$ cat config.mk
export PLATFORM = sky130hd
export DESIGN_NAME = sd_init_top
export DESIGN_NICKNAME = d
export VERILOG_FILES = /design/src/sd_init_pkg.sv /design/src/sd_init_sequencer.sv /design/src/sd_init_top.sv /design/src/sd_pacing_timer.sv /design/src/sd_response_decoder.sv
export SDC_FILE = /design/constraint.sdc
export NUM_CORES = 1
export LEC_CHECK = 0
export BUFFER_PORTS_ARGS = -buffer_cell sky130_fd_sc_hd__clkbuf_2
export CAP_MARGIN = 10
export CORE_ASPECT_RATIO = 1.25
export CORE_UTILIZATION = 48
export DETAILED_ROUTE_END_ITERATION = 16
export PLACE_DENSITY = 0.86
export SYNTH_ARGS = -nofsm -noshare
export SYNTH_HDL_FRONTEND = slang
export SYNTH_SLANG_ARGS = --single-unit
$ cat constraint.sdc
create_clock -name ex_clk -period 6.1 [get_ports ex_clk]
set_input_delay 0.915 -clock ex_clk [delete_from_list [all_inputs] [get_ports ex_clk]]
set_output_delay 0.915 -clock ex_clk [all_outputs]
set_load 0.02 [all_outputs]
$ cat src/sd_init_pkg.sv
package sd_init_pkg;

    // field widths
    localparam int CMD_IDX_W = 6;
    localparam int ARG_W     = 32;
    localparam int CMD_W     = CMD_IDX_W + ARG_W;  // index on top, argument below
    localparam int RESP_W    = 127;
    localparam int CID_W     = 127;
    localparam int RCA_W     = 16;

    // short response layout inside the 127-bit response word
    localparam int RESP_IDX_HI = RESP_W - 1;
    localparam int RESP_IDX_LO = RESP_W - CMD_IDX_W;
    localparam int RESP_PAY_HI = RESP_IDX_LO - 1;
    localparam int RESP_PAY_LO = RESP_W - CMD_W;

    // command indices
    localparam logic [CMD_IDX_W-1:0] CMD0   = 6'd0;   // GO_IDLE_STATE
    localparam logic [CMD_IDX_W-1:0] CMD2   = 6'd2;   // ALL_SEND_CID
    localparam logic [CMD_IDX_W-1:0] CMD3   = 6'd3;   // SEND_RELATIVE_ADDR
    localparam logic [CMD_IDX_W-1:0] CMD55  = 6'd55;  // APP_CMD
    localparam logic [CMD_IDX_W-1:0] ACMD41 = 6'd41;  // SD_SEND_OP_COND

    // host OCR, 3.2-3.4 V window
    localparam logic [ARG_W-1:0] HOST_OCR = 32'h0030_0000;

    // status and OCR checks
    localparam logic [ARG_W-1:0] R1_ERR_MASK   = 32'h0FFF_FE20;  // bits 27:9 and 5
    localparam logic [RCA_W-1:0] R6_ERR_MASK   = 16'hFE00;       // bits 15:9
    localparam int               OCR_BUSY_BIT  = 31;
    localparam logic [ARG_W-1:0] OCR_VOLT_MASK = 32'h0030_0000;

    // pacing limits
    localparam int TIMER_W      = 6;
    localparam int GAP_CYCLES   = 8;
    localparam int RESP_TIMEOUT = 5;

    // sequencer states
    localparam int ST_W = 4;
    localparam logic [ST_W-1:0] ST_CLK_ADJ  = 4'd0;
    localparam logic [ST_W-1:0] ST_SEND     = 4'd1;
    localparam logic [ST_W-1:0] ST_SENT     = 4'd2;
    localparam logic [ST_W-1:0] ST_RECV     = 4'd3;
    localparam logic [ST_W-1:0] ST_CAPTURE  = 4'd4;
    localparam logic [ST_W-1:0] ST_DECIDE   = 4'd5;
    localparam logic [ST_W-1:0] ST_GAP      = 4'd6;
    localparam logic [ST_W-1:0] ST_ERROR    = 4'd7;
    localparam logic [ST_W-1:0] ST_INACTIVE = 4'd8;

    // the 32-bit short response payload read three ways
    // r6[1] is the new RCA, r6[0] the short card status
    typedef union packed {
        logic [ARG_W-1:0]            card_status;  // R1
        logic [ARG_W-1:0]            ocr;          // R3
        logic [1:0][RCA_W-1:0]       r6;           // R6
    } resp_payload_u;

endpackage

$ cat src/sd_init_sequencer.sv
`timescale 1ns/1ps

module sd_init_sequencer
    import sd_init_pkg::*;
(
    input  logic             ex_clk,
    input  logic             reset,
    input  logic             sd_cd_pin,
    input  logic             clk_div_cnt_gen_ok,
    input  logic             clk_div_cnt_gen_err,
    input  logic             sd_sending,
    input  logic             sd_send_finished,
    input  logic             sd_receive_finished,
    input  logic             crc_loaded,
    input  logic             crc_response_err,
    input  logic             gap_done,
    input  logic             resp_timeout,
    input  logic             r1_ok,
    input  logic             ocr_busy,
    input  logic             ocr_volt_ok,
    input  logic             r6_ok,
    output logic             clk_div_cnt_gen_start,
    output logic             send_en,
    output logic [CMD_W-1:0] send_cmd_content,
    output logic             receive_en,
    output logic             r2_response,
    output logic             r3_response,
    output logic             gap_run,
    output logic             wait_resp,
    output logic             resp_capture,
    output logic             cid_capture,
    output logic             rca_capture,
    output logic             init_done,
    output logic             init_failed,
    output logic             card_unusable
);

    logic [ST_W-1:0]      state, state_nxt;
    logic [CMD_IDX_W-1:0] step, step_nxt;  // index of the command in progress
    logic                 resp_end;
    logic                 set_done;
    logic                 set_unusable;
    logic [ARG_W-1:0]     cmd_arg;

    // R3 has no CRC, so its receive ends on the finish strobe
    assign resp_end = (step == ACMD41) ? sd_receive_finished : crc_loaded;

    always_comb begin
        state_nxt    = state;
        step_nxt     = step;
        set_done     = 1'b0;
        set_unusable = 1'b0;

        case (state)
            ST_CLK_ADJ: begin
                if (clk_div_cnt_gen_ok && sd_cd_pin) begin
                    state_nxt = ST_SEND;
                    step_nxt  = CMD0;
                end else if (clk_div_cnt_gen_err) begin
                    state_nxt = ST_ERROR;
                end
            end
            ST_SEND:
                if (sd_sending) state_nxt = ST_SENT;
            ST_SENT: begin
                if (sd_send_finished) begin
                    if (step == CMD0) begin
                        state_nxt = ST_GAP;  // no response to CMD0
                        step_nxt  = CMD55;
                    end else begin
                        state_nxt = ST_RECV;
                    end
                end
            end
            ST_RECV: begin
                if (resp_end) state_nxt = ST_CAPTURE;
                else if (resp_timeout) state_nxt = ST_ERROR;
            end
            ST_CAPTURE: state_nxt = ST_DECIDE;
            ST_DECIDE: begin
                case (step)
                    CMD55: begin
                        state_nxt = r1_ok ? ST_GAP : ST_ERROR;
                        step_nxt  = ACMD41;
                    end
                    ACMD41: begin
                        if (ocr_busy) begin
                            state_nxt = ST_GAP;  // card still powering up, retry
                            step_nxt  = CMD55;
                        end else if (!ocr_volt_ok) begin
                            state_nxt    = ST_INACTIVE;
                            set_unusable = 1'b1;
                        end else begin
                            state_nxt = ST_GAP;
                            step_nxt  = CMD2;
                        end
                    end
                    CMD2: begin
                        state_nxt = ST_GAP;
                        step_nxt  = CMD3;
                    end
                    CMD3: begin
                        state_nxt = r6_ok ? ST_INACTIVE : ST_ERROR;
                        set_done  = r6_ok;
                    end
                    default: state_nxt = ST_ERROR;
                endcase
            end
            ST_GAP:
                if (gap_done) state_nxt = ST_SEND;
            ST_ERROR: state_nxt = ST_INACTIVE;
            default: state_nxt = ST_INACTIVE;  // inactive holds
        endcase

        // CRC error aborts anything still running
        if (crc_response_err && state != ST_ERROR && state != ST_INACTIVE) begin
            state_nxt    = ST_ERROR;
            set_done     = 1'b0;
            set_unusable = 1'b0;
        end
    end

    always_ff @(posedge ex_clk or posedge reset) begin
        if (reset) begin
            state         <= ST_CLK_ADJ;
            step          <= CMD0;
            init_done     <= 1'b0;
            init_failed   <= 1'b0;
            card_unusable <= 1'b0;
        end else begin
            state <= state_nxt;
            step  <= step_nxt;
            if (set_done) init_done <= 1'b1;
            if (set_unusable) card_unusable <= 1'b1;
            if (state_nxt == ST_ERROR) init_failed <= 1'b1;
        end
    end

    // only ACMD41 carries an argument, the rest send zeros
    assign cmd_arg = (step == ACMD41) ? HOST_OCR : '0;

    assign clk_div_cnt_gen_start = (state == ST_CLK_ADJ);
    assign send_en          = (state == ST_SEND) && !sd_sending;
    assign send_cmd_content = send_en ? {step, cmd_arg} : '0;
    assign receive_en       = (state == ST_SENT) && sd_send_finished && (step != CMD0);
    assign r2_response      = (state == ST_RECV) && (step == CMD2);
    assign r3_response      = (state == ST_RECV) && (step == ACMD41);
    assign gap_run          = (state == ST_GAP);
    assign wait_resp        = (state == ST_RECV);
    assign resp_capture     = (state == ST_CAPTURE);
    assign cid_capture      = (state == ST_CAPTURE) && (step == CMD2);
    assign rca_capture      = (state == ST_DECIDE) && (step == CMD3) && r6_ok;

endmodule

$ cat src/sd_init_top.sv
`timescale 1ns/1ps

module sd_init_top
    import sd_init_pkg::*;
(
    input  logic              ex_clk,
    input  logic              reset,
    input  logic              sd_cd_pin,
    input  logic              clk_div_cnt_gen_ok,
    input  logic              clk_div_cnt_gen_err,
    input  logic              sd_sending,
    input  logic              sd_send_finished,
    input  logic              sd_receive_started,
    input  logic              sd_receive_finished,
    input  logic              crc_loaded,
    input  logic              crc_response_err,
    input  logic [RESP_W-1:0] response,
    output logic              clk_div_cnt_gen_start,
    output logic              send_en,
    output logic [CMD_W-1:0]  send_cmd_content,
    output logic              receive_en,
    output logic              r2_response,
    output logic              r3_response,
    output logic [CID_W-1:0]  cid,
    output logic [RCA_W-1:0]  rca,
    output logic              init_done,
    output logic              init_failed,
    output logic              card_unusable
);

    logic gap_run, wait_resp, gap_done, resp_timeout;
    logic resp_capture, cid_capture, rca_capture;
    logic r1_ok, ocr_busy, ocr_volt_ok, r6_ok;

    sd_init_sequencer u_seq (
        .ex_clk, .reset, .sd_cd_pin, .clk_div_cnt_gen_ok, .clk_div_cnt_gen_err,
        .sd_sending, .sd_send_finished, .sd_receive_finished, .crc_loaded,
        .crc_response_err, .gap_done, .resp_timeout,
        .r1_ok, .ocr_busy, .ocr_volt_ok, .r6_ok,
        .clk_div_cnt_gen_start, .send_en, .send_cmd_content, .receive_en,
        .r2_response, .r3_response, .gap_run, .wait_resp,
        .resp_capture, .cid_capture, .rca_capture,
        .init_done, .init_failed, .card_unusable
    );

    sd_pacing_timer u_timer (
        .ex_clk, .reset, .gap_run, .wait_resp, .sd_receive_started,
        .gap_done, .resp_timeout
    );

    sd_response_decoder u_dec (
        .ex_clk, .reset, .response, .resp_capture, .cid_capture, .rca_capture,
        .r1_ok, .ocr_busy, .ocr_volt_ok, .r6_ok, .cid, .rca
    );

endmodule

$ cat src/sd_pacing_timer.sv
`timescale 1ns/1ps

module sd_pacing_timer
    import sd_init_pkg::*;
(
    input  logic ex_clk,
    input  logic reset,
    input  logic gap_run,
    input  logic wait_resp,
    input  logic sd_receive_started,
    output logic gap_done,
    output logic resp_timeout
);

    logic [TIMER_W-1:0] gap_cnt;
    logic [TIMER_W-1:0] to_cnt;

    // gap between commands, last gap cycle flags done
    always_ff @(posedge ex_clk or posedge reset) begin
        if (reset) begin
            gap_cnt <= '0;
        end else if (!gap_run) begin
            gap_cnt <= '0;
        end else begin
            gap_cnt <= gap_cnt + 1'b1;
        end
    end

    assign gap_done = gap_run && (gap_cnt == TIMER_W'(GAP_CYCLES - 1));

    // response timeout, any start bit from the card restarts the window
    always_ff @(posedge ex_clk or posedge reset) begin
        if (reset) begin
            to_cnt <= '0;
        end else if (!wait_resp || sd_receive_started) begin
            to_cnt <= '0;
        end else if (to_cnt != TIMER_W'(RESP_TIMEOUT)) begin
            to_cnt <= to_cnt + 1'b1;  // saturates at the limit
        end
    end

    assign resp_timeout = wait_resp && !sd_receive_started
                          && (to_cnt == TIMER_W'(RESP_TIMEOUT));

endmodule

$ cat src/sd_response_decoder.sv
`timescale 1ns/1ps

module sd_response_decoder
    import sd_init_pkg::*;
(
    input  logic              ex_clk,
    input  logic              reset,
    input  logic [RESP_W-1:0] response,
    input  logic              resp_capture,
    input  logic              cid_capture,
    input  logic              rca_capture,
    output logic              r1_ok,
    output logic              ocr_busy,
    output logic              ocr_volt_ok,
    output logic              r6_ok,
    output logic [CID_W-1:0]  cid,
    output logic [RCA_W-1:0]  rca
);

    logic [CMD_IDX_W-1:0] resp_idx;
    resp_payload_u        resp_in;   // live payload from the receiver
    resp_payload_u        resp_q;    // payload held for the rca load

    assign resp_idx = response[RESP_IDX_HI:RESP_IDX_LO];
    assign resp_in  = response[RESP_PAY_HI:RESP_PAY_LO];

    always_ff @(posedge ex_clk) begin
        if (resp_capture) begin
            resp_q <= resp_in;
        end
    end

    // decode flags, valid in the cycle after the capture
    always_ff @(posedge ex_clk or posedge reset) begin
        if (reset) begin
            r1_ok       <= 1'b0;
            ocr_busy    <= 1'b0;
            ocr_volt_ok <= 1'b0;
            r6_ok       <= 1'b0;
        end else if (resp_capture) begin
            r1_ok       <= (resp_idx == CMD55)
                           && ((resp_in.card_status & R1_ERR_MASK) == '0);
            ocr_busy    <= !resp_in.ocr[OCR_BUSY_BIT];  // set bit means powered up
            ocr_volt_ok <= (resp_in.ocr & OCR_VOLT_MASK) != '0;
            r6_ok       <= (resp_in.r6[0] & R6_ERR_MASK) == '0;
        end
    end

    // whole R2 word is the CID
    always_ff @(posedge ex_clk or posedge reset) begin
        if (reset) begin
            cid <= '0;
        end else if (cid_capture) begin
            cid <= response;
        end
    end

    always_ff @(posedge ex_clk or posedge reset) begin
        if (reset) begin
            rca <= '0;
        end else if (rca_capture) begin
            rca <= resp_q.r6[1];  // new RCA half of the R6 payload
        end
    end

endmodule

Word-level counts from Yosys, hierarchy flattened
Cells that the tools add are included.

Output and inout bits: 189. Logic and storage cells: 103. Register bits: 204. Bits of input ports: 138.

$add $sub $neg: 2. Equal/unequal tests: 22. Muxes and demuxes: 36. Reductions and logical operators: 29.

Operators by type and width (number): two-way mux 6 bit (8); two-way mux 4 bit (11); two-way mux 38 bit (1); case mux 6 bit (3 select lines) (2); zero test 32 bit (1); nonzero test 32 bit (1); case mux 4 bit (7 select lines) (1); two-way mux 22 bit (1); == test 6 bit, second input constant (3); == test 4 x 3 -> 1 bit, second input constant (4); zero test 16 bit (1); case mux 4 bit (4 select lines) (1); logical AND 1 bit (15); adder 6 x 1 -> 6 bit, second input constant (2); == test 6 x 2 -> 1 bit, second input constant (2); == test 6 x 3 -> 1 bit, second input constant (2); two-way mux 1 bit (10); == test 4 x 2 -> 1 bit, second input constant (2); != test 4 x 2 -> 1 bit, second input constant (2); zero test 6 bit (1); != test 6 x 3 -> 1 bit, second input constant (1); AND reduction 6 bit (1); nonzero test 6 bit (1); == test 4 x 1 -> 1 bit, second input constant (1); other kinds (10) (14).

Logic depth before layout (Yosys ltp)
Depth after elaboration: 8. Mapped depth: 9. Depth with buffers taken out: 6.

Cells and area by module
From an unflattened synthesis, not the netlist that was laid out.

Cells, all modules: 547. Area total of the unflattened synthesis: 7856.3 µm².

Modules (own cells, without submodules): sd_response_decoder (instances 1, cells an instance 339, area each 5980.7 µm², sequential area each 4159.0 µm²); sd_init_sequencer (instances 1, cells an instance 150, area each 1278.7 µm², sequential area each 300.3 µm²); sd_pacing_timer (instances 1, cells an instance 58, area each 596.8 µm², sequential area each 300.3 µm²).

Worst setup path after synthesis
Ideal clock, no wire load.

Path kind: input to output. Start point: in sd_sending. End point: out send_cmd_content[21]. Data required time: 5.185 ns. Setup slack: 3.048 ns. Path buffers: 2. Arrival time: 2.137 ns. Stages: 4. Cells stage by stage: nor4bb_1 > clkbuf_1 > nor2b_1 > buf_4.

Word-level cells in the longest chain between the ends: 3.

Ends and longest elaborated chain: start, declared (line sd_init_top.sv:11) `input logic sd_sending,`; zero test 1 bit (line sd_init_sequencer.sv:143) `assign send_en = (state == ST_SEND) && !sd_sending;`; logical AND 1 bit (line sd_init_sequencer.sv:143); via send_en (line sd_init_top.sv:19) `output logic send_en,`; two-way mux 38 bit (line sd_init_sequencer.sv:144) `assign send_cmd_content = send_en ? {step, cmd_arg} : '0;`; end, declared (line sd_init_top.sv:20) `output logic [CMD_W-1:0] send_cmd_content,`.

The timed path passes the listed nets, and every way through them passes these cells.

Worst setup path after layout
Start point: reg u_seq.state[2]. End point: out send_cmd_content[20].

Word-level cells in the longest chain between the ends: 3.

Ends and longest elaborated chain: start, declared (line sd_init_sequencer.sv:38) `logic [ST_W-1:0] state, state_nxt;`; start signal, assigned (line sd_init_sequencer.sv:131) `state <= state_nxt;`; == test 4 x 1 -> 1 bit (line sd_init_sequencer.sv:143); logical AND 1 bit (line sd_init_sequencer.sv:143); two-way mux 38 bit (line sd_init_sequencer.sv:144).

Every way passes these cells.

==> impl_metrics.toml <==
[synthesis]
ys_async_sr_fraction_pct = 91.4
yosysWarnings = 0
synth_largest_area_cell = "dfrtp_1"
synthFlopType = "dfrtp_1"
ys_ff_latch = 187
ys_seq_area_share_pct = 60.1
synth_edf_count = 16
synth_area_leaders = "dfrtp_1, mux2_2, edfxtp_1"
syn_area_um2 = 7920
syn_area_per_cell_um2 = 14.4
syn_inst = 550
synth.distinct_cells = 60
yosysTopAreaCellShare_pct = 54.0

[clocking]
clock_path_buffers = 2
htree_levels = 4
clkSinkCount = 187
postCtsResizedCells = 0
cts_tree = "built"
cts_setup_buffers = 0
path_clk_slew_ns = 0.06
numCtsBuffers = 17
cts_root_buffer = "clkbuf_16"
clk-insertion-delay-late_ns = 0.43
cts_hold_buf = 0

[status]
status = "completed"

[critical_path]
crit_chain = "nor2_1 -> nor4bb_1 -> nor2b_1 -> clkbuf_2"
start_kind = "flop"
required_ns = 5.18
max_stage_delay_ns = 0.83
cp-end-kind = "output pin"
crit_path_top_delay_cell = "nor4bb_1"
crit_type = "flop to output pin"
crit_arrival_ns = 2.49
path_max_fanout = 15

[floorplanning]
dieArea_um2 = 17000
rows = 52
start_util_pct = 49.1
io_pins = 327
core-area_um2 = 16100
fp.dieH_um = 146
die_w_um = 117

[layout]
fin_nets = 978
layout_common_cells = "clkbuf_2, dfrtp_1, mux2_2"
layout_commonest_cell = "clkbuf_2"
drive_above_1_share_pct = 56.7
utilization_pct = 62.2
syn_to_final_growth_pct = 26.7

[place]
routabilityCongestion = 0.805
hpwl_um = 13900
port-buffer-count = 296
place_ws_ns = 3.01

[power_and_ir_drop]
total_leakage_power_uw = 0.00503
p_switching_uw = 2050
p_seq_share_pct = 39.7
internal_power_uw = 3330
powerDensity_nw_per_um2 = 537
swShare_pct = 38.1
ir_drop_uv = 320
p_comb_share_pct = 39.4
pwr-share-clk_pct = 20.9

[sta]
tns_ns = 0
slew_headroom_pct = 38.6
tightest_slew_ns = 0.908
fin_ws_ns = 2.69
post-route-period-util_pct = 55.8
layout_min_cycle_time_ns = 3.41
fmax_mhz = 294
finalSetupViolCount = 0
rsz0062_at_grt = "false"
hold_violations = 0
clock_skew_ns = 0.0121
drv_slew = 0

[detailed_routing]
firstDrtPassIters = 7
routed_wl_um = 18700
drc = 0
ant_nets = 0
vias = 5380
wl_per_cell_um = 17.5
first_iter_violations = 163
routed_via_density = 5.03

[grt]
grt_usage_pct = 22.9
grt-ovfl-total = 0
antenna_found_initial = 3
grt_pass1_vias = 5636
grt_pass1_wl_um = 29300
grt_max_degree = 107

[hold_path]
hp-class = "flop to flop"

[run]
drv_cap = 0
## path summary, 6_finish.rpt
check	from	endpoint	slack, ns	depth (start not counted)
min in group asynchronous	reset	u_dec.cid[35]	0.64	2
max	u_seq.state[2]	send_cmd_content[20]	2.69	4
min	u_seq.init_done	u_seq.init_done	0.46	1
max in group asynchronous	reset	u_dec.rca[11]	4.03	3
min reg2reg	u_seq.init_done	u_seq.init_done	0.46	1
max reg2reg	u_seq.state[3]	u_dec.cid[48]	3.01	6
## critical path: cells and delay by family (launching register included)
family / cells / cell delay [ns]
AND/OR/NAND/NOR: 3 / 1.36
flip-flops: 1 / 0.52
buffers and inverters: 1 / 0.19
## registers in the layout, summed over array words and instances (netlist names), 4 cells and up
signal	flops
u_seq.step	5
u_dec.rca	16
u_dec.cid	127
u_timer.gap_cnt	6
u_dec.resp_q	16
u_seq.state	4
u_timer.to_cnt	6
## synthesized netlist by cell type, types with 2 or more instances
cell / n
mux2_2: 113
or3_1: 3
mux2_1: 2
or4b_1: 3
buf_6: 4
mux2_4: 30
o21bai_1: 3
nand3_1: 10
or4bb_1: 2
nand4b_1: 3
nand4_1: 2
clkbuf_1: 9
nor4_1: 5
nor3b_1: 2
nor2b_1: 2
a211oi_1: 4
and2_1: 6
buf_2: 13
o211ai_1: 2
dfrtp_1: 171
xor2_1: 4
o311a_1: 2
ha_1: 3
nor2_1: 29
edfxtp_1: 16
xnor2_1: 4
buf_4: 32
nor3_1: 3
nand2b_1: 4
a31oi_1: 3
inv_1: 7
nor4bb_1: 2
o21ai_0: 6
a21oi_1: 4
nand2_1: 13
and3_1: 5
## power by group through the flow
stage	logic, uW	registers (uW)	clock network [uW]
after global placement	2080	2110	0
final	2120	2140	1130
after CTS	2140	2140	1150
after floorplan	919	2620	0
after global routing	2260	2210	1200
after detailed placement	2130	2140	0
## area by class of cell
class / instances / area [um2]
fillers: 1253 / 6100
inverters: 8 / 36.3
multi-input cells: 325 / 2850
diodes: 3 / 7.51
clock buffers: 19 / 453
well taps: 216 / 270
flip-flops and latches: 187 / 4760
repair buffers: 298 / 1510
clock inverters: 13 / 150
## layer usage
metal | wire length [um] | vias to the layer above | GRT usage (%)
met4 | 502 | 0 | 8.67
met5 | 0 | - | 0
met3 | 1240 | 41 | 7.79
met2 | 9770 | 213 | 39.0
met1 | 7190 | 2661 | 26.3
li1 | - | 2465 | -
## per-stage QoR
stage	instances	hold slack, ns	power (uW)	cell area (um2)
after global placement	1034	0.455	4190	9430
final	1069	0.463	5390	10000
after CTS	1066	0.469	5420	10000
after detailed placement	1034	0.457	4270	9430
after global routing	1069	0.489	5670	10000
after floorplan	579	0.433	3540	8030
## cells by family after synthesis
group / share of synthesized area (%)
multiplexers: 22.2
other: 0.0474
XOR/XNOR: 0.885
buffers and inverters: 5.44
AO/OA/AOI/OAI: 3.40
adder cells (fa/ha/maj): 0.474
flip-flops: 60.1
AND/OR/NAND/NOR: 7.49
No activity file was read; power rests on OpenSTA's default activity.
